**config.mk**
```make
export PLATFORM = sky130hd
export DESIGN_NAME = raster_regs
export DESIGN_NICKNAME = d
export VERILOG_FILES = /design/src/raster_pkg.sv /design/src/raster_regs.sv
export VERILOG_INCLUDE_DIRS = /design/src /design/src/src
export SDC_FILE = /design/constraint.sdc
export NUM_CORES = 1
export LEC_CHECK = 0
export BUFFER_PORTS_ARGS = -buffer_cell sky130_fd_sc_hd__buf_2
export CORE_AREA = 2 2 155 157
export CTS_CLUSTER_SIZE = 16
export DETAILED_ROUTE_END_ITERATION = 12
export DIE_AREA = 0 0 157 159
export GPL_TIMING_DRIVEN = 0
export MAX_ROUTING_LAYER = met4
export PLACE_DENSITY = 0.72
export SETUP_SLACK_MARGIN = 0.05
export SKIP_LAST_GASP = 1
export SYNTH_ARGS = -nofsm -noshare
export SYNTH_HDL_FRONTEND = slang
export SYNTH_SLANG_ARGS = --single-unit
```
**constraint.sdc**
```tcl
create_clock -name clk_i -period 6.2 [get_ports clk_i]
set_input_delay 1.24 -clock clk_i [delete_from_list [all_inputs] [get_ports clk_i]]
set_output_delay 1.24 -clock clk_i [all_outputs]
set_load 0.02 [all_outputs]
```
**src/raster_cfg.svh**
```systemverilog
`ifndef RASTER_CFG_SVH
`define RASTER_CFG_SVH

// fixed-point word, Q16.16 by default.
`define WORD_WIDTH  32
`define DECIMAL_POS 16

`define SCREEN_W 320
`define SCREEN_H 240

`define FRAG_DEPTH 8 // fragment FIFO entries.

`define AXI_ADDR_W 6

`endif

```
**src/raster_pkg.sv**
```systemverilog
`include "raster_cfg.svh"

package raster_pkg;

    typedef logic signed [`WORD_WIDTH-1:0] fix_t;
    typedef logic [$clog2(`SCREEN_W > `SCREEN_H ? `SCREEN_W : `SCREEN_H)-1:0] coord_t;
    typedef logic [$clog2(`FRAG_DEPTH + 1)-1:0] count_t;
    typedef logic [`AXI_ADDR_W-1:0] addr_t;

    localparam fix_t FIX_ONE = fix_t'(1) <<< `DECIMAL_POS;

    // byte offsets of the 32-bit registers.
    localparam addr_t REG_CTRL     = 6'h00;
    localparam addr_t REG_STATUS   = 6'h04;
    localparam addr_t REG_V0X      = 6'h08;
    localparam addr_t REG_V0Y      = 6'h0C;
    localparam addr_t REG_V1X      = 6'h10;
    localparam addr_t REG_V1Y      = 6'h14;
    localparam addr_t REG_V2X      = 6'h18;
    localparam addr_t REG_V2Y      = 6'h1C;
    localparam addr_t REG_FRAG_POS = 6'h20;
    localparam addr_t REG_FRAG_L0  = 6'h24;
    localparam addr_t REG_FRAG_L1  = 6'h28;
    localparam addr_t REG_FRAG_L2  = 6'h2C;
    localparam addr_t REG_FRAG_POP = 6'h30;

endpackage

```
**src/raster_regs.sv**
```systemverilog
`timescale 1ns/1ps
`include "raster_cfg.svh"

module raster_regs (
    input  logic                clk_i,
    input  logic                nrst_i,
    input  raster_pkg::addr_t   s_awaddr_i,
    input  logic                s_awvalid_i,
    output logic                s_awready_o,
    input  logic [31:0]         s_wdata_i,
    input  logic                s_wvalid_i,
    output logic                s_wready_o,
    output logic                s_bvalid_o,
    input  logic                s_bready_i,
    input  raster_pkg::addr_t   s_araddr_i,
    input  logic                s_arvalid_i,
    output logic                s_arready_o,
    output logic [31:0]         s_rdata_o,
    output logic                s_rvalid_o,
    input  logic                s_rready_i,
    output logic                start_o,
    output raster_pkg::fix_t    v0x_o,
    output raster_pkg::fix_t    v0y_o,
    output raster_pkg::fix_t    v1x_o,
    output raster_pkg::fix_t    v1y_o,
    output raster_pkg::fix_t    v2x_o,
    output raster_pkg::fix_t    v2y_o,
    input  logic                busy_i,
    input  logic                culled_i,
    input  raster_pkg::coord_t  frag_x_i,
    input  raster_pkg::coord_t  frag_y_i,
    input  raster_pkg::fix_t    frag_l0_i,
    input  raster_pkg::fix_t    frag_l1_i,
    input  raster_pkg::fix_t    frag_l2_i,
    input  raster_pkg::count_t  count_i,
    input  logic                empty_i,
    output logic                pop_o
);
    import raster_pkg::*;

    logic wr_en, rd_en;
    logic [31:0] rd_mux;

    // a new request is taken only once the previous response has gone.
    assign wr_en = s_awvalid_i && s_wvalid_i && !s_bvalid_o;
    assign rd_en = s_arvalid_i && !s_rvalid_o;
    assign s_awready_o = wr_en;
    assign s_wready_o = wr_en;
    assign s_arready_o = rd_en;

    always_comb begin
        rd_mux = '0;
        case (s_araddr_i)
            REG_STATUS: begin
                rd_mux[0] = busy_i;
                rd_mux[1] = culled_i;
                rd_mux[8 +: $bits(count_t)] = count_i;
            end
            REG_V0X:      rd_mux = v0x_o;
            REG_V0Y:      rd_mux = v0y_o;
            REG_V1X:      rd_mux = v1x_o;
            REG_V1Y:      rd_mux = v1y_o;
            REG_V2X:      rd_mux = v2x_o;
            REG_V2Y:      rd_mux = v2y_o;
            REG_FRAG_POS: begin
                rd_mux[0 +: $bits(coord_t)] = frag_x_i;
                rd_mux[16 +: $bits(coord_t)] = frag_y_i;
                rd_mux[31] = !empty_i; // head entry is valid.
            end
            REG_FRAG_L0:  rd_mux = frag_l0_i;
            REG_FRAG_L1:  rd_mux = frag_l1_i;
            REG_FRAG_L2:  rd_mux = frag_l2_i;
            default:      rd_mux = '0;
        endcase
    end

    always_ff @(posedge clk_i or negedge nrst_i) begin
        if (!nrst_i) begin
            s_bvalid_o <= 1'b0;
            s_rvalid_o <= 1'b0;
            start_o <= 1'b0;
            pop_o <= 1'b0;
        end else begin
            if (wr_en) s_bvalid_o <= 1'b1;
            else if (s_bready_i) s_bvalid_o <= 1'b0;
            if (rd_en) s_rvalid_o <= 1'b1;
            else if (s_rready_i) s_rvalid_o <= 1'b0;
            start_o <= wr_en && (s_awaddr_i == REG_CTRL) && s_wdata_i[0];
            pop_o <= wr_en && (s_awaddr_i == REG_FRAG_POP) && !empty_i; // pops of an empty FIFO are dropped.
        end
    end

    always_ff @(posedge clk_i) begin
        if (rd_en) s_rdata_o <= rd_mux;
        if (wr_en) begin
            case (s_awaddr_i)
                REG_V0X: v0x_o <= s_wdata_i;
                REG_V0Y: v0y_o <= s_wdata_i;
                REG_V1X: v1x_o <= s_wdata_i;
                REG_V1Y: v1y_o <= s_wdata_i;
                REG_V2X: v2x_o <= s_wdata_i;
                REG_V2Y: v2y_o <= s_wdata_i;
                default: ;
            endcase
        end
    end

    a_pop_nonempty: assert property (@(posedge clk_i) disable iff (!nrst_i)
        pop_o |-> !empty_i);

endmodule

```
==> flow_summary.yaml <==
detailed_routing:
  drtIter0Drc: 754
  first_pass_iters: 5
  vias: 7850
  wl_per_cell_um: 27.3
  drtAntennaViolNets: 0
  wl_mm: 37.7
  via_per_inst: 5.69
  drc_errors: 0
clock_tree:
  post_cts_buffers: 0
  numCtsBuffers: 24
  clk_latency_ns: 0.53
  clock_path_buffers: 3
  path_clk_slew_ns: 0.06
  cts_tree: "yes"
  clock-sinks: 228
  post_cts_resized: 0
  root_buffer: "clkbuf_16"
  cts_hold_buf: 0
  ctsHtreeMaxLevel: 1
global_routing:
  grt_remaining_overflow: 0
  track_usage_pct: 30.1
  grt_pass1_vias: 7966
  grt_pass1_wl_mm: 52.3
  grt_max_degree: 20
  antenna_found_initial: 1
placed_design:
  gp_congestion: 0.843
  dpl.hpwl_mm: 27.6
  place_area_um2: 12100
  numPortBuffers: 402
  dp.cells: 1334
timing:
  hold_violations: 0
  fin_crit_sh_pct: 54.6
  skew_ns: 0.0115
  slew_viol_final: 0
  rsz0062_at_grt: "no"
  tns_ns: 0
  worst_pin_slew_ns: 1.01
  slew_headroom_pct: 32.1
  clock.fmax_mhz: 295
  fin_crit_ns: 3.39
  setup_violations: 0
layout:
  postLayoutCoreUtil_pct: 55.3
  layout-drive-gt1-share_pct: 47.5
  synthToLayoutAreaGrowth_pct: 36.4
  fillCellCount: 1961
  multiInputGateArea_um2: 2420
  regArea_um2: 6830
  design_area_um2: 12800
  nNetsFinal: 1213
  final_cells: 1379
synth:
  syn_area_per_cell_um2: 15.6
  synth.distinct_cells: 51
  ys_ff_latch: 228
  syn_area_um2: 9410
  synth_area_leaders: "edfxtp_1 (72%), mux2i_1 (5.0%), a22oi_1 (2.9%), a221oi_1 (1.3%), nand4_1 (1.2%)"
  yosysSeqAreaShare_pct: 72.6
  synthArstFlopShare_pct: 1.75
  yosysTopAreaCell: "edfxtp_1"
  syn-num-nets: 774
  synth-edff-count: 224
  yosysTopAreaCellShare_pct: 71.5
  yosys_warnings: 0
  synth_cells: 602
  synthFlopType: "edfxtp_1"
critical_path:
  crit_path_end_kind: "output port"
  crit_path_frequent_cell: "buf_2"
  cpPeakStageDelay_ns: 0.52
  cp.required_ns: 4.96
  timing.rr.start: "s_bvalid_o$_DFFE_PN0P_"
  cp_cell_sequence: "buf_2 > nor2b_4 > buf_2"
  start_kind: "input pin"
  critPathMaxFanout: 16
  cp.arrival_ns: 2.15
  cp-startpoint: "s_arvalid_i"
  crit_slowest_cell: "nor2b_4"
  critical_path_class: "input pin to output port"
floorplan:
  start_util_pct: 40.6
  num_rows: 56
  fp.dieArea_um2: 25000
  die_w_um: 157
  fp.dieH_um: 159
  coreArea_um2: 23200
  io_pins: 403
power_and_ir_drop:
  p_clk_share_pct: 42.0
  ir_worst_vdd_mv: 0.212
  p_total_w: 0.00340
  p_sw_w: 0.000768
  pwr-share-comb_pct: 7.4
  p_leak_nw: 5.16
  internal_power_w: 0.00263
  cellPowerDensity_nw_per_um2: 265
  p_seq_share_pct: 50.6
  switching_share_pct: 22.6
run:
  cap_violations: 0
min_path:
  hold_path_class: "input pin to asynchronous set/reset pin"
status:
  run_status: "completed"
-- registers in the layout (all words and copies together), names as in the netlist --
register	cells
pop_o	1
s_bvalid_o	1
s_rdata_o	32
s_rvalid_o	1
start_o	1
v0x_o	32
v0y_o	32
v1x_o	32
v1y_o	32
v2x_o	32
v2y_o	32
-- per-layer routing --
layer	track usage (%)	up-vias	wire length (um)
met1	35.5	3872	13600
met5	-	-	0
met2	51.1	565	19000
met4	9.01	0	1020
met3	7.16	84	4060
li1	-	3329	-
-- power groups by stage --
stage / registers (W) / logic (W) / clock network, W
after global routing: 0.00172 / 0.000267 / 0.00149
after floorplan: 0.00178 / 0.0000817 / 0
after global placement: 0.00175 / 0.000241 / 0
after CTS: 0.00172 / 0.000250 / 0.00144
final: 0.00172 / 0.000251 / 0.00143
after detailed placement: 0.00175 / 0.000249 / 0
-- critical path, delay by kind of cell --
family                 cells  cell delay (ns)
buffers and inverters      2             0.37
AND/OR/NAND/NOR            1             0.52
-- worst paths after layout --
check,to,slack (ns),cells after the start
setup / recovery,s_arready_o,2.81,3
hold / removal,pop_o$_DFF_PN0_,0.51,1
setup reg to reg,v0x_o[7]$_DFFE_PP_,3.55,5
hold reg to reg,s_rvalid_o$_DFFE_PN0P_,0.54,1
max in group asynchronous,s_bvalid_o$_DFFE_PN0P_,5.58,1
min in group clk_i,s_rvalid_o$_DFFE_PN0P_,0.54,1
-- cells in the mapped netlist, types with 14 or more instances --
| master | number |
|---|---|
| edfxtp_1 | 224 |
| nor3_1 | 18 |
| nand4_1 | 18 |
| o21ai_0 | 17 |
| a221oi_1 | 14 |
| nand3_1 | 14 |
| nor2_1 | 26 |
| and2_1 | 17 |
| buf_2 | 16 |
| nand2_1 | 26 |
| mux2i_1 | 47 |
| a22oi_1 | 36 |
-- area by class of cell --
class	count	area share, %
timing repair buffer	413	17.2
multi-input combinational	335	18.9
buffer	35	1.45
tap	319	3.11
sequential	228	53.2
inverter	4	0.117
clock buffer	29	4.99
antenna	1	0.0195
clock inverter	15	1.01
-- metrics by stage --
step,hold slack [ns],setup WS (ns)
finish,0.505,2.81
global route,0.503,2.76
CTS,0.494,2.81
detailed placement,0.533,2.38
global placement,0.472,-0.851
floorplan,0.594,1.75
-- kinds of logic (layout without fill, tap and decap cells) --
| group | Yosys count | count (layout) | synth area share [%] |
|---|---|---|---|
| buf+inv | 39 | 496 | 2.14 |
| simple gates | 170 | 170 | 10.3 |
| flops | 228 | 228 | 72.6 |
| other cells | 0 | 1 | 0 |
| compound gates | 110 | 110 | 8.75 |
| mux | 55 | 55 | 6.20 |
-- layout by cell type, fill, tap and decap left out, drive strengths merged, types with 4 or more instances in the layout --
cell,netlist,final
dfrtp,4,4
buf,23,436
nor2,33,33
clkinv,0,12
nand3,14,14
a2bb2oi,5,5
a221oi,14,14
a22o,5,5
nand4,18,18
a21oi,10,10
nand3b,12,12
clkbuf,12,41
mux2i,47,47
edfxtp,224,224
nor3,18,18
and3,9,9
a22oi,36,36
and2,18,18
a222oi,10,10
o21ai,17,17
nand2,26,26
inv,4,4
mux2,6,6
(Power assumes the default switching activity.)
