==> src/raster_cfg.svh <==
`ifndef RASTER_CFG_SVH
`define RASTER_CFG_SVH

// fixed-point word, Q16.16 by default.
`define WORD_WIDTH  32
`define DECIMAL_POS 16

`define SCREEN_W 320
`define SCREEN_H 240

`define FRAG_DEPTH 8 // fragment FIFO entries.

`define AXI_ADDR_W 6

`endif

==> src/raster_pkg.sv <==
`include "raster_cfg.svh"

package raster_pkg;

    typedef logic signed [`WORD_WIDTH-1:0] fix_t;
    typedef logic [$clog2(`SCREEN_W > `SCREEN_H ? `SCREEN_W : `SCREEN_H)-1:0] coord_t;
    typedef logic [$clog2(`FRAG_DEPTH + 1)-1:0] count_t;
    typedef logic [`AXI_ADDR_W-1:0] addr_t;

    localparam fix_t FIX_ONE = fix_t'(1) <<< `DECIMAL_POS;

    // byte offsets of the 32-bit registers.
    localparam addr_t REG_CTRL     = 6'h00;
    localparam addr_t REG_STATUS   = 6'h04;
    localparam addr_t REG_V0X      = 6'h08;
    localparam addr_t REG_V0Y      = 6'h0C;
    localparam addr_t REG_V1X      = 6'h10;
    localparam addr_t REG_V1Y      = 6'h14;
    localparam addr_t REG_V2X      = 6'h18;
    localparam addr_t REG_V2Y      = 6'h1C;
    localparam addr_t REG_FRAG_POS = 6'h20;
    localparam addr_t REG_FRAG_L0  = 6'h24;
    localparam addr_t REG_FRAG_L1  = 6'h28;
    localparam addr_t REG_FRAG_L2  = 6'h2C;
    localparam addr_t REG_FRAG_POP = 6'h30;

endpackage

==> src/frag_fifo.sv <==
`timescale 1ns/1ps
`include "raster_cfg.svh"

module frag_fifo (
    input  logic                clk_i,
    input  logic                nrst_i,
    input  logic                push_i,
    input  raster_pkg::coord_t  x_i,
    input  raster_pkg::coord_t  y_i,
    input  raster_pkg::fix_t    l0_i,
    input  raster_pkg::fix_t    l1_i,
    input  raster_pkg::fix_t    l2_i,
    input  logic                pop_i,
    output raster_pkg::coord_t  x_o,
    output raster_pkg::coord_t  y_o,
    output raster_pkg::fix_t    l0_o,
    output raster_pkg::fix_t    l1_o,
    output raster_pkg::fix_t    l2_o,
    output raster_pkg::count_t  count_o,
    output logic                full_o,
    output logic                empty_o
);
    import raster_pkg::*;

    localparam int AW = $clog2(`FRAG_DEPTH);
    localparam logic [AW-1:0] LAST = AW'(`FRAG_DEPTH - 1);

    coord_t mem_x [`FRAG_DEPTH];
    coord_t mem_y [`FRAG_DEPTH];
    fix_t mem_l0 [`FRAG_DEPTH];
    fix_t mem_l1 [`FRAG_DEPTH];
    fix_t mem_l2 [`FRAG_DEPTH];
    logic [AW-1:0] wr_ptr, rd_ptr;

    always_ff @(posedge clk_i or negedge nrst_i) begin
        if (!nrst_i) begin
            wr_ptr <= '0;
            rd_ptr <= '0;
            count_o <= '0;
        end else begin
            if (push_i) wr_ptr <= (wr_ptr == LAST) ? '0 : wr_ptr + 1'b1;
            if (pop_i) rd_ptr <= (rd_ptr == LAST) ? '0 : rd_ptr + 1'b1;
            if (push_i && !pop_i) count_o <= count_o + 1'b1;
            else if (pop_i && !push_i) count_o <= count_o - 1'b1;
        end
    end

    always_ff @(posedge clk_i) begin
        if (push_i) begin
            mem_x[wr_ptr] <= x_i;
            mem_y[wr_ptr] <= y_i;
            mem_l0[wr_ptr] <= l0_i;
            mem_l1[wr_ptr] <= l1_i;
            mem_l2[wr_ptr] <= l2_i;
        end
    end

    assign x_o = mem_x[rd_ptr];
    assign y_o = mem_y[rd_ptr];
    assign l0_o = mem_l0[rd_ptr];
    assign l1_o = mem_l1[rd_ptr];
    assign l2_o = mem_l2[rd_ptr];
    assign full_o = (count_o == count_t'(`FRAG_DEPTH));
    assign empty_o = (count_o == '0);

    a_no_overrun: assert property (@(posedge clk_i) disable iff (!nrst_i)
        !(push_i && full_o) && !(pop_i && empty_o));

endmodule

==> config.mk <==
export PLATFORM = sky130hd
export DESIGN_NAME = frag_fifo
export DESIGN_NICKNAME = d
export VERILOG_FILES = /design/src/raster_pkg.sv /design/src/frag_fifo.sv
export VERILOG_INCLUDE_DIRS = /design/src /design/src/src
export SDC_FILE = /design/constraint.sdc
export NUM_CORES = 1
export LEC_CHECK = 0
export BUFFER_PORTS_ARGS = -buffer_cell sky130_fd_sc_hd__buf_2
export CAP_MARGIN = 20
export CELL_PAD_IN_SITES_DETAIL_PLACEMENT = 1
export CELL_PAD_IN_SITES_GLOBAL_PLACEMENT = 2
export CORE_MARGIN = 3
export CORE_UTILIZATION = 47
export DETAILED_ROUTE_END_ITERATION = 16
export GPL_ROUTABILITY_DRIVEN = 0
export PLACE_DENSITY = 0.88
export SLEW_MARGIN = 10
export SYNTH_ARGS = -nofsm -noshare
export SYNTH_HDL_FRONTEND = slang
export SYNTH_SLANG_ARGS = --single-unit
==> constraint.sdc <==
create_clock -name clk_i -period 13.45 [get_ports clk_i]
set_input_delay 1.345 -clock clk_i [delete_from_list [all_inputs] [get_ports clk_i]]
set_output_delay 1.345 -clock clk_i [all_outputs]
set_load 0.005 [all_outputs]
==> qor.yml, run 1 <==
status: "finished clean"
p_sw_share_pct: 27.7
finClkSkew_ns: 0.0164
critPathLaunchType: "flop"
dr.pass1.iters: 4
slew_viol_final: 0
rsz0062_at_grt: "no"
syn_nets: 1508
synth_edf_count: 912
insertion_delay_ns: 0.63
netlist.area_leader.share_pct: 78.6
detail_route.vias_per_cell: 5.62
path_cells: "buf_4 > buf_4 > mux4_2 > mux2_2 > buf_2"
final_cell_mix: "912 x edfxtp_1, 237 x buf_2, 228 x mux4_2"
hp-class: "input port to async pin"
layout_commonest_cell: "edfxtp_1"
first_global_vias: 17400
fmax_mhz: 180
drive_gt1_share_pct: 42.9
yosysSeqAreaShare_pct: 79.3
grt.total_usage_pct: 19.6
p_per_area_nw_per_um2: 219
die_area_um2: 77500
final_hold_viol_count: 0
placed_cells: 2540
ant_nets: 0
final_cell_count_no_fill: 2722
start_util_pct: 47.6
critPathRequiredTime_ns: 12.10
grt_max_degree: 107
cts_root_buffer: "clkbuf_16"
final_util_pct: 55.0
path_class: "flop to output pin"
period_share_pct: 41.4
rows: 99
yosysWarnings: 0
vdd.ir_drop.worst_v: 0.000128
overflow: 0
hpwl_um: 41600
ios: 238
vias: 15300
netlist_top_cells_area: "edfxtp_1 79%, mux4_2 15%, mux2_2 3.9%"
whs_ns: 0.586
ys_ff_latch: 922
power_frac_seq_pct: 43.4
ys_types: 27
synth-async-reset-ratio_pct: 1.08
die-height_um: 278
syn_area_um2: 34900
wl_per_cell_um: 27.3
max_stage_delay_ns: 1.01
design.core.area_um2: 73200
cts_max_path_buffers: 3
final_nets: 1802
arrival_ns: 4.22
htreeDepth: 3
cts_tree: "yes"
synth_top_cell_by_area: "edfxtp_1"
syn_inst: 1382
io_buffer_count: 237
p_switching_uw: 2440
cts_resized: 0
setup-violations-final: 0
crit_top_cell: "buf_4"
fin_setup_tns_ns: 0
slew-limit-headroom_pct: 25.3
area_growth_pct: 15.4
cp-end-kind: "output pin"
grt_pass1_wl_um: 113000
p_clk_share_pct: 29.5
cts.sink_count: 922
synthFlopType: "edfxtp_1"
crit_slowest_cell: "dfrtp_4"
antenna_found_initial: 21
numCtsBuffers: 93
hold_buffers: 0
wirelength_um: 74400
p_int_uw: 6380
clk_pin_slew_ns: 0.06
fp.dieW_um: 278
fin_crit_ns: 5.57
cp_max_fo: 44
drt_iter0_drc: 1470
power_leakage_uw: 0.0130
power_frac_comb_pct: 27.2
drc: 0
worstMarginPinSlew_ns: 1.12
syn_area_per_cell_um2: 25.2
cap_violations: 0
postCtsSetupBuffers: 0
-- critical path: cells and delay by family, from the launching register on --
| kind | cells | cell delay [ns] |
|---|---|---|
| mux | 2 | 0.90 |
| flops | 1 | 1.01 |
| buf+inv | 3 | 1.64 |
-- cells by family after synthesis --
family / share of synthesized area [%]
compound gates: 0.133
xor+xnor: 0.0503
fa+ha+maj: 0.309
buf+inv: 1.23
flops: 79.3
mux: 18.6
simple gates: 0.373
-- registers in the layout, indices dropped and copies added, names as in the netlist --
name     count
mem_x       72
count_o      4
mem_y       72
mem_l0     256
mem_l1     256
mem_l2     256
rd_ptr       3
wr_ptr       3
-- synthesized netlist by cell type (2+ instances only) --
| library cell | n |
|---|---|
| nor3_1 | 3 |
| edfxtp_1 | 912 |
| nand3_1 | 2 |
| buf_6 | 22 |
| o211ai_1 | 2 |
| dfrtp_1 | 10 |
| nand2b_1 | 2 |
| o21ai_0 | 2 |
| nand3b_1 | 2 |
| mux2_2 | 120 |
| buf_1 | 12 |
| inv_1 | 3 |
| mux4_2 | 228 |
| buf_2 | 7 |
| nand2_1 | 5 |
| nor2_1 | 8 |
| a21oi_1 | 2 |
| xnor2_1 | 2 |
| clkbuf_1 | 24 |
| ha_1 | 7 |
-- worst paths after layout --
path                                  from          to  cells past startpoint  slack [ns]
worst min register to register  count_o[2]  count_o[2]                      2        0.59
worst min-delay path                nrst_i  count_o[3]                      1        0.59
min in group clk_i              count_o[2]  count_o[2]                      2        0.59
worst max register to register   rd_ptr[0]   rd_ptr[0]                      5       10.84
max in group asynchronous           nrst_i   rd_ptr[1]                      1       12.63
worst max-delay path             rd_ptr[0]    l2_o[30]                      5        7.88
-- routing by layer --
metal  part of all wire (%)  GRT usage (%)  wire length, um  vias up
li1                       -              -                -     6554
met1                     40           24.9            29400     8213
met2                     53           34.3            39600      415
met3                    5.6           4.63             4130      106
met4                    1.6           4.90             1210       16
met5                   0.13              0               95        -
-- through the flow --
step	total power, uW	setup slack, ns	cell area [um2]
floorplan	5510	3.59	34900
global placement	6250	8.37	37100
detailed placement	6350	8.33	37100
CTS	8970	7.61	40200
global route	9240	7.43	40200
finish	8820	7.88	40200
-- power groups by stage --
| stage | registers (uW) | clock network (uW) | logic, uW |
|---|---|---|---|
| 5_1_grt | 3870 | 2780 | 2600 |
| 4_1_cts | 3840 | 2660 | 2480 |
| 3_3_place_gp | 3850 | 0 | 2400 |
| 3_5_place_dp | 3890 | 0 | 2460 |
| 6_report | 3830 | 2600 | 2400 |
| 2_1_floorplan | 3800 | 0 | 1710 |
-- area by class of cell --
class / instances / area (um2)
fillers: 6156 / 33000
flip-flops and latches: 922 / 27600
multi-input cells: 392 / 6850
clock buffers: 124 / 2510
repair buffers: 264 / 1410
well taps: 959 / 1200
clock inverters: 47 / 577
diodes: 11 / 27.5
inverters: 3 / 11.3
No activity file was read; power rests on OpenSTA's default activity.
==> inputs of run 2 (changes only) <==
--- a/config.mk
+++ b/config.mk
@@ -11,10 +11,10 @@
 export CELL_PAD_IN_SITES_DETAIL_PLACEMENT = 1
 export CELL_PAD_IN_SITES_GLOBAL_PLACEMENT = 2
 export CORE_MARGIN = 3
-export CORE_UTILIZATION = 47
+export CORE_UTILIZATION = 44
 export DETAILED_ROUTE_END_ITERATION = 16
 export GPL_ROUTABILITY_DRIVEN = 0
-export PLACE_DENSITY = 0.88
+export PLACE_DENSITY = 0.87
 export SLEW_MARGIN = 10
 export SYNTH_ARGS = -nofsm -noshare
 export SYNTH_HDL_FRONTEND = slang
==> constraint.sdc (replaced) <==
create_clock -name clk_i -period 5 [get_ports clk_i]
set_input_delay 0.5 -clock clk_i [delete_from_list [all_inputs] [get_ports clk_i]]
set_output_delay 0.5 -clock clk_i [all_outputs]
set_load 0.005 [all_outputs]
==> run 2 against run 1 <==
Against the previous run: register-to-register slack got worse by 8.3 ns; total power rose to 2.7 times the previous value; via count rose by 0.80%; sequential cell count did not move; design area rose by 0.63%; non-clock buffer count did not move; sequential power rose to 2.7 times the previous value; count of clock-buffer cells in the layout fell by 14; setup slack got worse by 6.6 ns; critical endpoint is now l2_o[15]; largest cell class unchanged; largest power group unchanged; highest routed layer unchanged.
==> qor.yml, run 2 (synthesized netlist as in run 1, its figures left out) <==
status: "finished clean"  # unchanged
cap_violations: 0  # unchanged
numCtsBuffers: 93  # unchanged
cts.sink_count: 922  # unchanged
reg2reg_slack_ns: 2.52  # was 10.84 ns
slew_viol_final: 0  # unchanged
cts_tree: "yes"  # unchanged
cp-end-kind: "output pin"  # unchanged
reg2reg_to: "mem_l1[4][16]"  # was rd_ptr[0]
design.core.area_um2: 78000  # was 73200 um2
hold_buffers: 1  # was 0
rows: 102  # was 99
whs_ns: 0.119  # was 0.586 ns
start_util_pct: 44.7  # was 47.6%
critPathLaunchType: "flop"  # unchanged
area_growth_pct: 16.1  # was 15.4%
postCtsSetupBuffers: 0  # unchanged
period_share_pct: 73.6
biggestRegsByFlops: "mem_l0 (256), mem_l1 (256), mem_l2 (256)"  # unchanged
layout_commonest_cell: "edfxtp_1"  # unchanged
grt_pass1_wl_um: 113000  # about the same
rr_worst_depth: 3  # was 5
die_area_um2: 82600  # was 77500 um2
ant_nets: 0  # unchanged
io_buffer_count: 237  # unchanged
final_nets: 1802  # unchanged
final_util_pct: 51.9  # was 55.0%
antenna_found_initial: 13  # was 21
fin_crit_ns: 3.68
clk_pin_slew_ns: 0.06  # about the same
overflow: 0  # unchanged
finClkSkew_ns: 0.0198  # was 0.0164 ns
path_class: "flop to output pin"  # unchanged
setup-violations-final: 0  # unchanged
final_hold_viol_count: 0  # unchanged
worstMarginPinSlew_ns: 1.11  # was 1.12 ns
r2r_start: "wr_ptr[0]"  # was rd_ptr[0]
p_per_area_nw_per_um2: 586  # was 219 nW/um2
insertion_delay_ns: 0.65  # was 0.63 ns
cts_root_buffer: "clkbuf_16"  # unchanged
hp-class: "input port to flop"  # was input port to async pin
cts_max_path_buffers: 3  # unchanged
final_cell_count_no_fill: 2801  # was 2722
critPathRequiredTime_ns: 4.50  # was 12.10 ns
drt_iter0_drc: 1053  # was 1470
vias: 15400  # was 15.3k
vdd.ir_drop.worst_v: 0.000501  # was 0.000128 V
first_global_vias: 17300  # was 17.4k
placed_cells: 2620  # was 2540
wirelength_um: 75500  # was 74400 um
drc: 0  # unchanged
cp_max_fo: 38  # was 44
dr.pass1.iters: 5  # was 4
setup_slack_ns: 1.32  # was 7.88 ns
power_leakage_uw: 0.0131  # was 0.0130 uW
wl_per_cell_um: 26.9  # was 27.3 um
fp.dieW_um: 287  # was 278 um
nFillCells: 6728  # was 6156
endpoint: "l2_o[15]"  # was l2_o[30]
htreeDepth: 3  # unchanged
fmax_mhz: 272
stdcell_area_um2: 40500  # was 40200 um2
rsz0062_at_grt: "no"  # unchanged
dpl-instance-area_um2: 37400  # was 37100 um2
die-height_um: 287  # was 278 um
hpwl_um: 40600  # was 41600 um
cts_resized: 0  # unchanged
place_ws_ns: 1.91  # was 8.33 ns
grt_max_degree: 155  # was 107
drive_gt1_share_pct: 43.4  # was 42.9%
final_cell_mix: "912 x edfxtp_1, 237 x buf_2, 228 x mux4_2"  # unchanged
arrival_ns: 3.18  # was 4.22 ns
slew-limit-headroom_pct: 25.8  # was 25.3%
ios: 238  # unchanged
detail_route.vias_per_cell: 5.51  # was 5.62
grt.total_usage_pct: 18.5  # was 19.6%
crit_start: "rd_ptr[0]"  # unchanged
## run 2: cell count changes in the layout (fill, tap and decap cells not counted), sizes merged
cell	change
buf	-1
bufinv	-4
clkbuf	-14
clkinv	+21
clkinvlp	+1
diode	-4
dlygate4sd3	+1
inv	-2
## run 2: worst max-delay path, cell delays in order, from the launching register on
cell,delay [ns]
dfrtp_4,1.02
buf_4,0.48
mux4_2,0.56
mux2_2,0.28
buf_2,0.14
## run 2: worst min-delay path by stage
stage | cells past startpoint | startpoint | slack (ns) | to
after CTS | 1 | l2_i[22] | 0.07 | mem_l2[5][22]
after global routing | 1 | l2_i[22] | 0.10 | mem_l2[2][22]
after global placement | 1 | nrst_i | 0.37 | count_o[1]
after detailed placement | 1 | nrst_i | 0.38 | count_o[0]
final | 1 | x_i[0] | 0.12 | mem_x[6][0]
after floorplan | 0 | nrst_i | 0.20 | count_o[0]
## run 2: per-stage QoR
stage | setup TNS [ns] | power, uW
final | 0 | 23700
after global routing | 0 | 24900
after CTS | 0 | 24200
after detailed placement | 0 | 17300
after global placement | 0 | 17000
after floorplan | -769.66 | 14800
## run 2: layout make-up
class | instances | area, um2 | area share, %
inverter | 3 | 11.3 | 0.0278
sequential | 922 | 27600 | 68.3
tap | 1040 | 1300 | 3.21
clock buffer | 110 | 2420 | 5.98
timing repair buffer | 264 | 1600 | 3.96
multi-input combinational | 392 | 6870 | 17.0
clock inverter | 63 | 619 | 1.53
antenna | 7 | 17.5 | 0.0433
## run 2: power by group
group / internal [uW] / switching (uW)
combinational: 3390 / 3330
clock: 3950 / 2890
sequential: 9690 / 488
## run 2: metal layers
metal	vias up	share of wire [%]	track usage [%]
met5	-	0.14	0
met4	16	1.9	4.91
met3	117	5.6	4.08
met2	382	53	32.6
met1	8349	39	23.1
li1	6563	-	-
