==> src/raster_cfg.svh <==
`ifndef RASTER_CFG_SVH
`define RASTER_CFG_SVH

// fixed-point word, Q16.16 by default.
`define WORD_WIDTH  32
`define DECIMAL_POS 16

`define SCREEN_W 320
`define SCREEN_H 240

`define FRAG_DEPTH 8 // fragment FIFO entries.

`define AXI_ADDR_W 6

`endif

==> src/raster_pkg.sv <==
`include "raster_cfg.svh"

package raster_pkg;

    typedef logic signed [`WORD_WIDTH-1:0] fix_t;
    typedef logic [$clog2(`SCREEN_W > `SCREEN_H ? `SCREEN_W : `SCREEN_H)-1:0] coord_t;
    typedef logic [$clog2(`FRAG_DEPTH + 1)-1:0] count_t;
    typedef logic [`AXI_ADDR_W-1:0] addr_t;

    localparam fix_t FIX_ONE = fix_t'(1) <<< `DECIMAL_POS;

    // byte offsets of the 32-bit registers.
    localparam addr_t REG_CTRL     = 6'h00;
    localparam addr_t REG_STATUS   = 6'h04;
    localparam addr_t REG_V0X      = 6'h08;
    localparam addr_t REG_V0Y      = 6'h0C;
    localparam addr_t REG_V1X      = 6'h10;
    localparam addr_t REG_V1Y      = 6'h14;
    localparam addr_t REG_V2X      = 6'h18;
    localparam addr_t REG_V2Y      = 6'h1C;
    localparam addr_t REG_FRAG_POS = 6'h20;
    localparam addr_t REG_FRAG_L0  = 6'h24;
    localparam addr_t REG_FRAG_L1  = 6'h28;
    localparam addr_t REG_FRAG_L2  = 6'h2C;
    localparam addr_t REG_FRAG_POP = 6'h30;

endpackage

==> src/raster_scan.sv <==
`timescale 1ns/1ps
`include "raster_cfg.svh"

module raster_scan (
    input  logic                clk_i,
    input  logic                nrst_i,
    input  logic                start_i,
    input  raster_pkg::fix_t    v0x_i,
    input  raster_pkg::fix_t    v0y_i,
    input  raster_pkg::fix_t    v1x_i,
    input  raster_pkg::fix_t    v1y_i,
    input  raster_pkg::fix_t    v2x_i,
    input  raster_pkg::fix_t    v2y_i,
    output logic                busy_o,
    output logic                culled_o,
    output logic                run_o,
    output logic                cont_o,
    output raster_pkg::coord_t  pos_x_o,
    output raster_pkg::coord_t  pos_y_o,
    input  logic                bary_ready_i,
    input  raster_pkg::fix_t    l0_i,
    input  raster_pkg::fix_t    l1_i,
    input  raster_pkg::fix_t    l2_i,
    input  logic                full_i,
    output logic                push_o,
    output raster_pkg::coord_t  frag_x_o,
    output raster_pkg::coord_t  frag_y_o,
    output raster_pkg::fix_t    frag_l0_o,
    output raster_pkg::fix_t    frag_l1_o,
    output raster_pkg::fix_t    frag_l2_o
);
    import raster_pkg::*;

    localparam logic [1:0] S_IDLE  = 2'd0;
    localparam logic [1:0] S_SETUP = 2'd1;
    localparam logic [1:0] S_RUN   = 2'd2;
    localparam logic [3:0] SETUP_CYCLES = 4'd9;

    logic [1:0] state;
    logic [3:0] cnt;
    coord_t bb_x0, bb_x1, bb_y0, bb_y1;
    coord_t bx0, bx1, by0, by1;
    coord_t cur_x, cur_y;
    logic last_q, covered, first, step;

    function automatic fix_t min3(fix_t a, fix_t b, fix_t c);
        fix_t m;
        m = (a < b) ? a : b;
        return (c < m) ? c : m;
    endfunction

    function automatic fix_t max3(fix_t a, fix_t b, fix_t c);
        fix_t m;
        m = (a > b) ? a : b;
        return (c > m) ? c : m;
    endfunction

    // integer part of a coordinate, clamped into [0, lim-1].
    function automatic coord_t to_pix(fix_t v, int lim);
        fix_t ip;
        ip = v >>> `DECIMAL_POS;
        if (ip < 0) return '0;
        if (ip > lim - 1) return coord_t'(lim - 1);
        return coord_t'(ip);
    endfunction

    assign bb_x0 = to_pix(min3(v0x_i, v1x_i, v2x_i), `SCREEN_W);
    assign bb_x1 = to_pix(max3(v0x_i, v1x_i, v2x_i), `SCREEN_W);
    assign bb_y0 = to_pix(min3(v0y_i, v1y_i, v2y_i), `SCREEN_H);
    assign bb_y1 = to_pix(max3(v0y_i, v1y_i, v2y_i), `SCREEN_H);

    assign covered = (l0_i >= 0) && (l1_i >= 0) && (l2_i >= 0);
    assign first   = (state == S_SETUP) && (cnt == '0) && bary_ready_i;
    assign step    = (state == S_RUN) && bary_ready_i && !(covered && full_i); // hold while full.

    assign run_o   = (state == S_IDLE) && start_i;
    assign cont_o  = first || (step && !last_q);
    assign push_o  = step && covered;
    assign busy_o  = (state != S_IDLE);
    assign pos_x_o = cur_x;
    assign pos_y_o = cur_y;
    assign frag_l0_o = l0_i;
    assign frag_l1_o = l1_i;
    assign frag_l2_o = l2_i;

    always_ff @(posedge clk_i or negedge nrst_i) begin
        if (!nrst_i) begin
            state <= S_IDLE;
            cnt <= '0;
            culled_o <= 1'b0;
        end else begin
            case (state)
                S_IDLE: if (start_i) begin
                    state <= S_SETUP;
                    cnt <= SETUP_CYCLES - 4'd1;
                    culled_o <= 1'b0;
                end
                S_SETUP: begin
                    if (cnt != '0) cnt <= cnt - 4'd1;
                    else if (bary_ready_i) state <= S_RUN;
                    else begin
                        culled_o <= 1'b1; // setup ended without ready.
                        state <= S_IDLE;
                    end
                end
                S_RUN: if (step && last_q) state <= S_IDLE;
                default: state <= S_IDLE;
            endcase
        end
    end

    always_ff @(posedge clk_i) begin
        if (run_o) begin
            bx0 <= bb_x0;
            bx1 <= bb_x1;
            by0 <= bb_y0;
            by1 <= bb_y1;
            cur_x <= bb_x0;
            cur_y <= bb_y0;
        end
        if (cont_o) begin
            frag_x_o <= cur_x; // weights returned next belong to this pixel.
            frag_y_o <= cur_y;
            last_q <= (cur_x == bx1) && (cur_y == by1);
            if (cur_x == bx1) begin
                cur_x <= bx0;
                cur_y <= cur_y + 1'b1;
            end else begin
                cur_x <= cur_x + 1'b1;
            end
        end
    end

    // every fragment lies inside the latched bounding box.
    a_frag_in_box: assert property (@(posedge clk_i) disable iff (!nrst_i)
        push_o |-> (frag_x_o >= bx0) && (frag_x_o <= bx1)
            && (frag_y_o >= by0) && (frag_y_o <= by1));

endmodule

==> config.mk <==
export PLATFORM = sky130hd
export DESIGN_NAME = raster_scan
export DESIGN_NICKNAME = d
export VERILOG_FILES = /design/src/raster_pkg.sv /design/src/raster_scan.sv
export VERILOG_INCLUDE_DIRS = /design/src /design/src/src
export SDC_FILE = /design/constraint.sdc
export NUM_CORES = 1
export LEC_CHECK = 0
export BUFFER_PORTS_ARGS = -buffer_cell sky130_fd_sc_hd__buf_2
export CELL_PAD_IN_SITES_DETAIL_PLACEMENT = 1
export CELL_PAD_IN_SITES_GLOBAL_PLACEMENT = 1
export CORE_UTILIZATION = 33
export CTS_CLUSTER_DIAMETER = 30
export DETAILED_ROUTE_END_ITERATION = 16
export PLACE_DENSITY_LB_ADDON = 0.3
export SLEW_MARGIN = 30
export SYNTH_ARGS = -nofsm -noshare
export SYNTH_HDL_FRONTEND = slang
export SYNTH_SLANG_ARGS = --single-unit
==> constraint.sdc <==
create_clock -name clk_i -period 2.7 [get_ports clk_i]
set_clock_uncertainty 0.05 [all_clocks]
set_input_delay 0.27 -clock clk_i [delete_from_list [all_inputs] [get_ports clk_i]]
set_output_delay 0.27 -clock clk_i [all_outputs]
set_load 0.05 [all_outputs]
==> run metrics, run 1 <==
die width 180 microns; outcome complete, but fails checks; time the worst path needs with I/O delays and setup 5.09 ns; Initial Util 0.340; Final Routed Wirelength 45300 microns; origin of the worst setup path v1y_i[18]; maximum clock rate 197 MHz; count of state elements after synthesis 71; average instance area after synthesis 8.50 sq um; wire length of the first global-routing pass 66700 microns; die height 180 microns; number of sinks driven by the clock tree 71; number of endpoints with negative hold slack in the final report 0; Clock Root Buffer sky130_fd_sc_hd__clkbuf_16; Total Neg Setup Slack -87.93 ns; static leakage power 8.15 nW; met1 track utilization from global routing 0.306; maximum number of pins on one net before global-route repair 29; combined global-route utilization of all metal layers 0.256; number of max-cap violations 0; total of buffers placed on input and output ports 243; clock slew at the register clock pins of the worst setup and hold paths 0.05 ns; number of library cell types mapped by synthesis 72; layout cell share with drive strength beyond 1 0.523; most common cell after layout, fill and taps aside sky130_fd_sc_hd__buf_4; ys async rst share 0.0986; startpoint kind of the worst setup timing path primary input; violated checks setup timing; M3 GR Usage 0.0402; TritonCTS clock tree built; part of the Yosys area used for sequential elements 0.191; ANT nets after route 0; max-slew violations 0; Net count, final 2294; core region area 30900 sq um; DR iter-0 viols 453; instance count along the most critical hold path 4; worst r2r src cnt[0]; unrepaired setup endpoints after global routing yes; Site Rows 64; endpoint type of the worst setup path flip-flop; Final Util 0.556; layer with the highest usage after global routing met2; final cycle utilization of the critical path 1.88; GPL Wtd Cong 0.930; data required time of the worst path 2.83 ns; number of cell instances on the worst register-to-register path 12; Setup WS post-layout -2.39 ns; path category of the worst min-delay check in -> reg; worst setup path class in -> reg; P per Cell Area 490 nW/um^2; met2 usage 0.458; DR vias 12000; peak ir drop on the vdd network 347 uV; mean routed wirelength per cell 20.5 microns; highest-count cells in the layout ignoring fill and taps 392 x sky130_fd_sc_hd__buf_4, 213 x sky130_fd_sc_hd__buf_2, 161 x sky130_fd_sc_hd__ha_1; Synth-to-Final Area Change 63.6%; vias in the first global route 12700; warnings from Yosys 0; Post-route DRC 0; data arrival at the endpoint of the critical path 5.22 ns; number of top-level pins 430; most used flip-flop cell after synthesis sky130_fd_sc_hd__edfxtp_1; number of flops mapped to enable cells by yosys 55; Post-Syn Area 10500 sq um; Synth Net Count 1722; clock tree buffer depth 2; Remaining Overflow, GRT 0; CP max FO 6; HPWL after detailed placement 34300 microns; die outline area 32500 sq um; critical hold path startpoint start_i; DRT Pass-1 Iters 4; worst relative slew slack 0.672; worst skew pair latency 0.33 ns; number of endpoints failing setup at the final stage 43; slew at the pin closest to its max-slew limit 0.487 ns; htree depth 3; Via-to-Cell Ratio 5.42; number of cells produced by synthesis 1235; cts bufs inserted 9; initial antenna violation count 11
-- cells by family after synthesis --
group	Yosys count	synth area share
fa+ha+maj	194	0.231
flops	71	0.191
simple gates	324	0.155
compound gates	300	0.185
mux	107	0.104
buf+inv	212	0.111
other cells	1	0.000357
xor+xnor	26	0.0217
-- routing by layer --
metal	wire [microns]	vias to the layer above	part of all wire
met5	75	-	0.0017
met4	1700	12	0.037
met3	1950	130	0.043
met2	22900	335	0.51
met1	18700	5832	0.41
li1	-	5685	-
-- path summary, 6_finish.rpt --
path                            slack (ns)          end
worst min register to register        0.49  frag_y_o[8]
worst max register to register        0.18   pos_y_o[7]
min in group asynchronous             0.26       cnt[0]
worst max-delay path                 -2.39       by1[2]
max in group asynchronous             2.17     state[1]
worst min-delay path                  0.24     culled_o
-- flip-flops by register name, indices dropped and copies added, names as in the netlist --
name	flops
bx0	9
bx1	9
by1	9
cnt	4
culled_o	1
frag_x_o	9
frag_y_o	9
last_q	1
pos_x_o	9
pos_y_o	9
state	2
-- report_power, final --
part / internal, mW / switching [mW]
logic: 2.52 / 2.96
registers: 1.52 / 0.318
clock network: 0.672 / 0.419
-- timing repair --
item | 4_1_cts | 5_1_grt
pin swaps | 92 | 112
setup endpoints to repair | 44 | 44
gates cloned | 5 | 1
resized for setup | 175 | 170
endpoints found under the hold margin | 7 | 0
buffers inserted | 43 | 44
hold buffers | 1 | 0
-- critical path, stage by stage --
cell and delay (ns):
sky130_fd_sc_hd__buf_12 0.09, sky130_fd_sc_hd__inv_12 0.03, sky130_fd_sc_hd__ha_4 0.23, sky130_fd_sc_hd__a21o_1 0.16
sky130_fd_sc_hd__a221o_1 0.35, sky130_fd_sc_hd__a221oi_4 0.35, sky130_fd_sc_hd__o22a_2 0.25, sky130_fd_sc_hd__nand3_4 0.13
sky130_fd_sc_hd__nand2_8 0.15, sky130_fd_sc_hd__buf_6 0.11, sky130_fd_sc_hd__mux2i_2 0.21, sky130_fd_sc_hd__ha_1 0.29
sky130_fd_sc_hd__nor2b_4 0.14, sky130_fd_sc_hd__o21a_1 0.17, sky130_fd_sc_hd__o21ai_1 0.15, sky130_fd_sc_hd__nand2b_1 0.08
sky130_fd_sc_hd__a211o_1 0.28, sky130_fd_sc_hd__a221o_1 0.33, sky130_fd_sc_hd__mux2_4 0.36, sky130_fd_sc_hd__mux2_4 0.32
sky130_fd_sc_hd__o41a_1 0.47, sky130_fd_sc_hd__buf_4 0.17, sky130_fd_sc_hd__a21oi_2 0.12
-- cell usage after synthesis (16+ instances only) --
master,number,area share
sky130_fd_sc_hd__o21ai_0,35,0.017
sky130_fd_sc_hd__nor3_1,19,0.0091
sky130_fd_sc_hd__ha_1,194,0.23
sky130_fd_sc_hd__nand2_1,69,0.025
sky130_fd_sc_hd__a21oi_1,109,0.052
sky130_fd_sc_hd__nand4_1,41,0.024
sky130_fd_sc_hd__edfxtp_1,55,0.16
sky130_fd_sc_hd__mux2i_1,98,0.093
sky130_fd_sc_hd__buf_4,96,0.069
sky130_fd_sc_hd__nand3_1,24,0.011
sky130_fd_sc_hd__inv_1,88,0.031
sky130_fd_sc_hd__xnor2_1,16,0.013
sky130_fd_sc_hd__nor2_1,88,0.031
sky130_fd_sc_hd__a21o_1,38,0.027
-- layout make-up --
| type | instances | area (sq um) |
|---|---|---|
| fill | 3547 | 13700 |
| multi-input combinational | 953 | 8980 |
| antenna | 5 | 12.5 |
| clock buffer | 15 | 268 |
| timing repair buffer | 682 | 5000 |
| sequential | 71 | 2010 |
| tap | 396 | 495 |
| inverter | 90 | 415 |
| clock inverter | 1 | 5.00 |
-- through the flow --
step           std cells  hold slack, ns  instance area [sq um]  total power, mW  setup WS (ns)
3_3_place_gp        2113          0.0689                  14700             6.09          -2.77
5_1_grt             2210           0.252                  17200             8.91          -2.52
3_5_place_dp        2113          0.0775                  14700             6.29          -3.15
4_1_cts             2172           0.237                  16200             7.93          -2.28
2_1_floorplan       1235         -0.0756                  11200             4.83          -2.31
6_report            2213           0.240                  17200             8.41          -2.39
No activity file was read; power rests on OpenSTA's default activity.
==> run 2: changes to the inputs <==
==> constraint.sdc (replaced) <==
create_clock -name clk_i -period 2.7 [get_ports clk_i]
set_clock_uncertainty 0.05 [all_clocks]
set_input_delay 0.81 -clock clk_i [delete_from_list [all_inputs] [get_ports clk_i]]
set_output_delay 0.81 -clock clk_i [all_outputs]
set_load 0.05 [all_outputs]
==> run 2 against run 1 <==
The run still ends with setup timing left. Clock power grew 5%. Via count increased by 1.6%. First-iteration DRC count up 0.88%. Largest power group unchanged.
==> run metrics, run 2 (same netlist as run 1, synthesis figures left out) <==
ANT nets after route 0; number of cell instances on the worst register-to-register path 12; die height 180 microns; TritonCTS clock tree built; switching power of the nets 3.73 mW; Remaining Overflow, GRT 0; htree depth 3; DR iter-0 viols 457; Setup WS post-layout -2.94 ns; number of top-level pins 430; worst setup path class in -> reg; maximum number of pins on one net before global-route repair 29; combined global-route utilization of all metal layers 0.258; startpoint kind of the worst setup timing path primary input; Post-route DRC 0; die outline area 32500 sq um; CP Depth 21; core region area 30900 sq um; layout cell share with drive strength beyond 1 0.517; stage delay of the slowest cell on the critical path 0.45 ns; worst skew pair latency 0.33 ns; outcome complete, but fails checks; clock slew at the register clock pins of the worst setup and hold paths 0.06 ns; unrepaired setup endpoints after global routing yes; Synth-to-Final Area Change 63.1%; r2r endpoint pos_y_o[4]; peak ir drop on the vdd network 436 uV; Net Sw Frac 0.436; slew at the pin closest to its max-slew limit 0.681 ns; kind of cell adding the most delay to the critical path compound AO/OA/AOI/OAI gates; DRT Pass-1 Iters 5; number of sinks driven by the clock tree 71; die width 180 microns; Internal Dissipation 4.82 mW; sequence of cells on the critical path buf_2 > ha_4 > a21oi_2 > nand2_1 > a221o_1 > buf_6 > o31ai_4 > nand3_4 > nand2_8 > mux2i_2 > ha_1 > a21o_1 > a21o_1 > a21oi_2 > o22ai_2 > a211o_1 > a221o_1 > mux2_4 > mux2_4 > o41a_1 > nor3b_2; part of the power in combinational logic 0.654; clock power share 0.134; initial antenna violation count 10; portion of total power attributed to sequential cells 0.213; DR vias 12200; P per Cell Area 499 nW/um^2; total of buffers placed on input and output ports 243; static leakage power 8.25 nW; worst r2r src cnt[1]; pre-CTS setup slack -3.58 ns; Net count, final 2316; endpoint type of the worst setup path flip-flop; number of endpoints failing setup at the final stage 43; GPL Wtd Cong 0.911; vias in the first global route 13100; data required time of the worst path 2.73 ns; Final Util 0.554; worst relative slew slack 0.542; data arrival at the endpoint of the critical path 5.67 ns; final cycle utilization of the critical path 2.09; Worst path slowest cell sky130_fd_sc_hd__o41a_1; wire length of the first global-routing pass 67400 microns; cts bufs inserted 9; number of max-cap violations 0; count of buffer and inverter cells on the critical path 2; number of endpoints with negative hold slack in the final report 0; max-slew violations 0; HPWL after detailed placement 34900 microns; maximum clock rate 177 MHz; Clock Root Buffer sky130_fd_sc_hd__clkbuf_16; path category of the worst min-delay check in -> async; highest-count cells in the layout ignoring fill and taps 418 x sky130_fd_sc_hd__buf_4, 217 x sky130_fd_sc_hd__buf_2, 168 x sky130_fd_sc_hd__ha_1; Final Routed Wirelength 45300 microns; time the worst path needs with I/O delays and setup 5.64 ns; Design Power 8.55 mW; Site Rows 64; mean routed wirelength per cell 20.3 microns; violated checks setup timing; layout filler cell count 3562; clock tree buffer depth 2; R2R Setup Slk 0.20 ns; most common cell after layout, fill and taps aside sky130_fd_sc_hd__buf_4; Initial Util 0.340; Hold WS 0.257 ns; Via-to-Cell Ratio 5.46; Total Neg Setup Slack -112.06 ns; CP max FO 7
run 2: timing repair:
| action | CTS | global route |
|---|---|---|
| gates resized for setup | 127 | 178 |
| endpoints found under the setup margin | 45 | 45 |
| pin swaps | 51 | 95 |
| cloned | 4 | 2 |
| setup buffers | 36 | 40 |
| hold buffers | 0 | 0 |
run 2: power groups by stage:
stage	sequential, mW	combinational (mW)	clock (mW)
final	1.82	5.59	1.14
after global routing	1.85	5.98	1.21
after CTS	1.81	4.99	1.16
after detailed placement	1.83	4.53	0
after global placement	1.81	4.34	0
after floorplan	2.19	2.64	0
run 2: final cells by class:
cell class | instances | area, sq um | area share
clock buffers | 11 | 233 | 0.0136
flip-flops and latches | 71 | 2010 | 0.117
repair buffers | 704 | 5170 | 0.302
inverters | 90 | 419 | 0.0245
well taps | 396 | 495 | 0.0289
diodes | 4 | 10.0 | 0.000584
multi-input cells | 953 | 8740 | 0.510
clock inverters | 5 | 48.8 | 0.00285
run 2: metal layers:
metal	GRT usage	vias to the layer above	wire length, microns	share of wire
met2	0.481	394	23400	0.52
li1	-	5741	-	-
met1	0.297	5893	18100	0.40
met3	0.0370	148	2000	0.044
met5	0	-	69	0.0015
met4	0.0896	12	1700	0.037
run 2: worst max path at each step:
stage / startpoint / endpoint
6_report: v0y_i[14] / by1[4]
3_3_place_gp: v1y_i[18] / pos_y_o[2]
5_1_grt: v1y_i[14] / by1[3]
2_1_floorplan: v1y_i[18] / by1[4]
3_5_place_dp: v1y_i[18] / pos_y_o[3]
4_1_cts: v1y_i[18] / pos_y_o[4]
run 2: stage by stage:
step / instances / instance area [sq um]
after floorplan: 1235 / 11200
after global placement: 2140 / 14900
after detailed placement: 2140 / 14900
after CTS: 2195 / 16000
after global routing: 2233 / 17100
final: 2234 / 17100
==> run 3: changes to the inputs <==
--- a/config.mk
+++ b/config.mk
@@ -6,10 +6,11 @@
 export SDC_FILE = /design/constraint.sdc
 export NUM_CORES = 1
 export LEC_CHECK = 0
+export ABC_AREA = 1
 export BUFFER_PORTS_ARGS = -buffer_cell sky130_fd_sc_hd__buf_2
 export CELL_PAD_IN_SITES_DETAIL_PLACEMENT = 1
 export CELL_PAD_IN_SITES_GLOBAL_PLACEMENT = 1
-export CORE_UTILIZATION = 33
+export CORE_UTILIZATION = 32
 export CTS_CLUSTER_DIAMETER = 30
 export DETAILED_ROUTE_END_ITERATION = 16
 export PLACE_DENSITY_LB_ADDON = 0.3
==> run 3 against run 2 <==
The flow still finishes with violations (setup timing). Clock-buffer cell count down 2. Area after synthesis up 3.6%. Die area rose by 6.8%. Sequential cell count stayed put. Hold slack got worse by 0.0052 ns. Worst setup slack better by 0.36 ns.
==> run metrics, run 3 <==
data arrival at the endpoint of the critical path 5.32 ns; GPL Wtd Cong 0.861; number of top-level pins 430; DR vias 13100; HPWL after detailed placement 32500 microns; pre-CTS setup slack -3.06 ns; htree depth 3; endpoint of the worst setup timing path bx1[5]; violated checks setup timing; number of cell instances on the worst register-to-register path 9; cell types with the highest counts after synthesis 371 x sky130_fd_sc_hd__nand2_1, 194 x sky130_fd_sc_hd__ha_1, 171 x sky130_fd_sc_hd__o21ai_0; Setup WS post-layout -2.58 ns; Final Util 0.544; DR iter-0 viols 307; highest-count cells in the layout ignoring fill and taps 382 x sky130_fd_sc_hd__buf_4, 283 x sky130_fd_sc_hd__nand2_1, 225 x sky130_fd_sc_hd__buf_2; Net count, final 2573; TritonCTS clock tree built; Net Sw Frac 0.467; number of max-cap violations 0; mean routed wirelength per cell 18.6 microns; r2r endpoint pos_y_o[8]; warnings from Yosys 0; layout cell share with drive strength beyond 1 0.550; static leakage power 8.81 nW; cts bufs inserted 9; most used flip-flop cell after synthesis sky130_fd_sc_hd__edfxtp_1; Synth-to-Final Area Change 67.8%; Final Non-Filler Cells 2549; number of sinks driven by the clock tree 71; ANT nets after route 0; final cycle utilization of the critical path 1.95; worst setup path class in -> reg; Internal Dissipation 5.44 mW; area fraction of the dominant cell type after synthesis 0.223; CP max FO 12; data required time of the worst path 2.75 ns; Post-Syn Area 10900 sq um; die height 186 microns; Worst path slowest cell sky130_fd_sc_hd__a2111oi_4; count of state elements after synthesis 71; Remaining Overflow, GRT 0; clock tree buffer depth 2; most common cell after layout, fill and taps aside sky130_fd_sc_hd__buf_4; startpoint kind of the worst setup timing path primary input; core region area 33500 sq um; number of endpoints failing setup at the final stage 43; combined global-route utilization of all metal layers 0.240; maximum number of pins on one net before global-route repair 55; cells taking the most area after synthesis sky130_fd_sc_hd__ha_1 22%, sky130_fd_sc_hd__edfxtp_1 15%, sky130_fd_sc_hd__nand2_1 13%, sky130_fd_sc_hd__o21ai_0 7.9%, sky130_fd_sc_hd__buf_4 6.8%; switching power of the nets 4.77 mW; P per Cell Area 560 nW/um^2; clock slew at the register clock pins of the worst setup and hold paths 0.06 ns; initial antenna violation count 18; Via-to-Cell Ratio 5.12; vias in the first global route 13800; Site Rows 67; R2R Setup Slk 0.36 ns; number of library cell types mapped by synthesis 57; stage delay of the slowest cell on the critical path 0.42 ns; origin of the worst setup path v1x_i[25]; dominant cell by count in the synthesized netlist sky130_fd_sc_hd__nand2_1; Total Neg Setup Slack -94.12 ns; portion of total power attributed to sequential cells 0.176; die width 186 microns; cell accounting for the most synthesized area sky130_fd_sc_hd__ha_1; clock power share 0.125; Initial Util 0.324; DRT Pass-1 Iters 4; post-cts hold buffer count 0; number of flops mapped to enable cells by yosys 55; cell count after placement 2420; average instance area after synthesis 7.11 sq um; number of cells produced by synthesis 1530; worst r2r src pos_x_o[2]; total of buffers placed on input and output ports 243; endpoint type of the worst setup path flip-flop; part of the Yosys area used for sequential elements 0.184; outcome complete, but fails checks; ys async rst share 0.0986; path category of the worst min-delay check in -> async; max-slew violations 0; worst skew pair latency 0.34 ns; part of the power in combinational logic 0.699; Post-route DRC 0; peak ir drop on the vdd network 574 uV; wire length of the first global-routing pass 68200 microns; maximum clock rate 190 MHz; Clock Root Buffer sky130_fd_sc_hd__clkbuf_16; Final Routed Wirelength 47500 microns; number of endpoints with negative hold slack in the final report 0; time the worst path needs with I/O delays and setup 5.28 ns; unrepaired setup endpoints after global routing yes; Hold WS 0.252 ns; die outline area 34700 sq um; Synth Net Count 2017
==> run 3: changes by cell type in the layout (fill, tap and decap cells not counted), sizes merged, moves of 38 or more <==
cell and delta:
buf -38, inv +85, mux2i -99, nand2 +337, nand3 +46, o21ai +158
==> run 3: layer usage <==
layer	global-route usage	up-vias	part of all wire
met5	0	-	0.0021
met4	0.0823	16	0.044
met3	0.0427	167	0.047
met2	0.439	390	0.51
met1	0.279	6220	0.40
li1	-	6258	-
==> run 3: metrics by stage <==
| step | total power, mW | area [sq um] |
|---|---|---|
| 2_1_floorplan | 5.51 | 11600 |
| 3_5_place_dp | 7.12 | 14800 |
| 5_1_grt | 10.9 | 18200 |
| 6_report | 10.2 | 18300 |
| 4_1_cts | 9.42 | 17000 |
| 3_3_place_gp | 6.87 | 14800 |
==> run 3: logic make-up after synthesis <==
group | synth area share
simple gates | 0.252
compound gates | 0.177
buf+inv | 0.141
fa+ha+maj | 0.223
flops | 0.184
xor+xnor | 0.0209
other cells | 0.000345
==> run 3: how the worst min path moves through the flow <==
stage | cells after the start | endpoint | startpoint | slack [ns]
4_1_cts | 1 | cnt[1] | nrst_i | 0.24
2_1_floorplan | 2 | cnt[1] | cnt[1] | 0.40
5_1_grt | 1 | culled_o | nrst_i | 0.26
3_5_place_dp | 2 | cnt[1] | cnt[1] | 0.43
3_3_place_gp | 2 | cnt[1] | cnt[1] | 0.42
6_report | 1 | culled_o | nrst_i | 0.25
==> run 3: cell type report <==
type / instances / area, sq um
fillers: 4061 / 15300
multi-input cells: 1161 / 9660
repair buffers: 668 / 4960
flip-flops and latches: 71 / 2010
inverters: 175 / 719
well taps: 448 / 561
clock buffers: 9 / 225
clock inverters: 7 / 97.6
diodes: 10 / 25.0
==> run 3: repair_timing <==
| action | CTS | global route |
|---|---|---|
| cloned | 11 | 4 |
| gates resized for setup | 274 | 249 |
| pin swaps | 97 | 138 |
| setup buffers | 71 | 27 |
| setup endpoints to repair | 43 | 44 |
==> run 3: power by group through the flow <==
stage	combinational [mW]	sequential, mW	clock (mW)
5_1_grt	7.72	1.84	1.34
6_report	7.14	1.80	1.27
4_1_cts	6.31	1.81	1.30
3_5_place_dp	5.29	1.82	0
2_1_floorplan	3.32	2.19	0
3_3_place_gp	5.06	1.81	0
==> run 3: critical path, delay by kind of cell <==
family / cells / cell delay [ns]
AO/OA/AOI/OAI: 9 / 1.63
adder cells (fa/ha/maj): 2 / 0.54
buffers and inverters: 8 / 0.88
AND/OR/NAND/NOR: 11 / 1.44
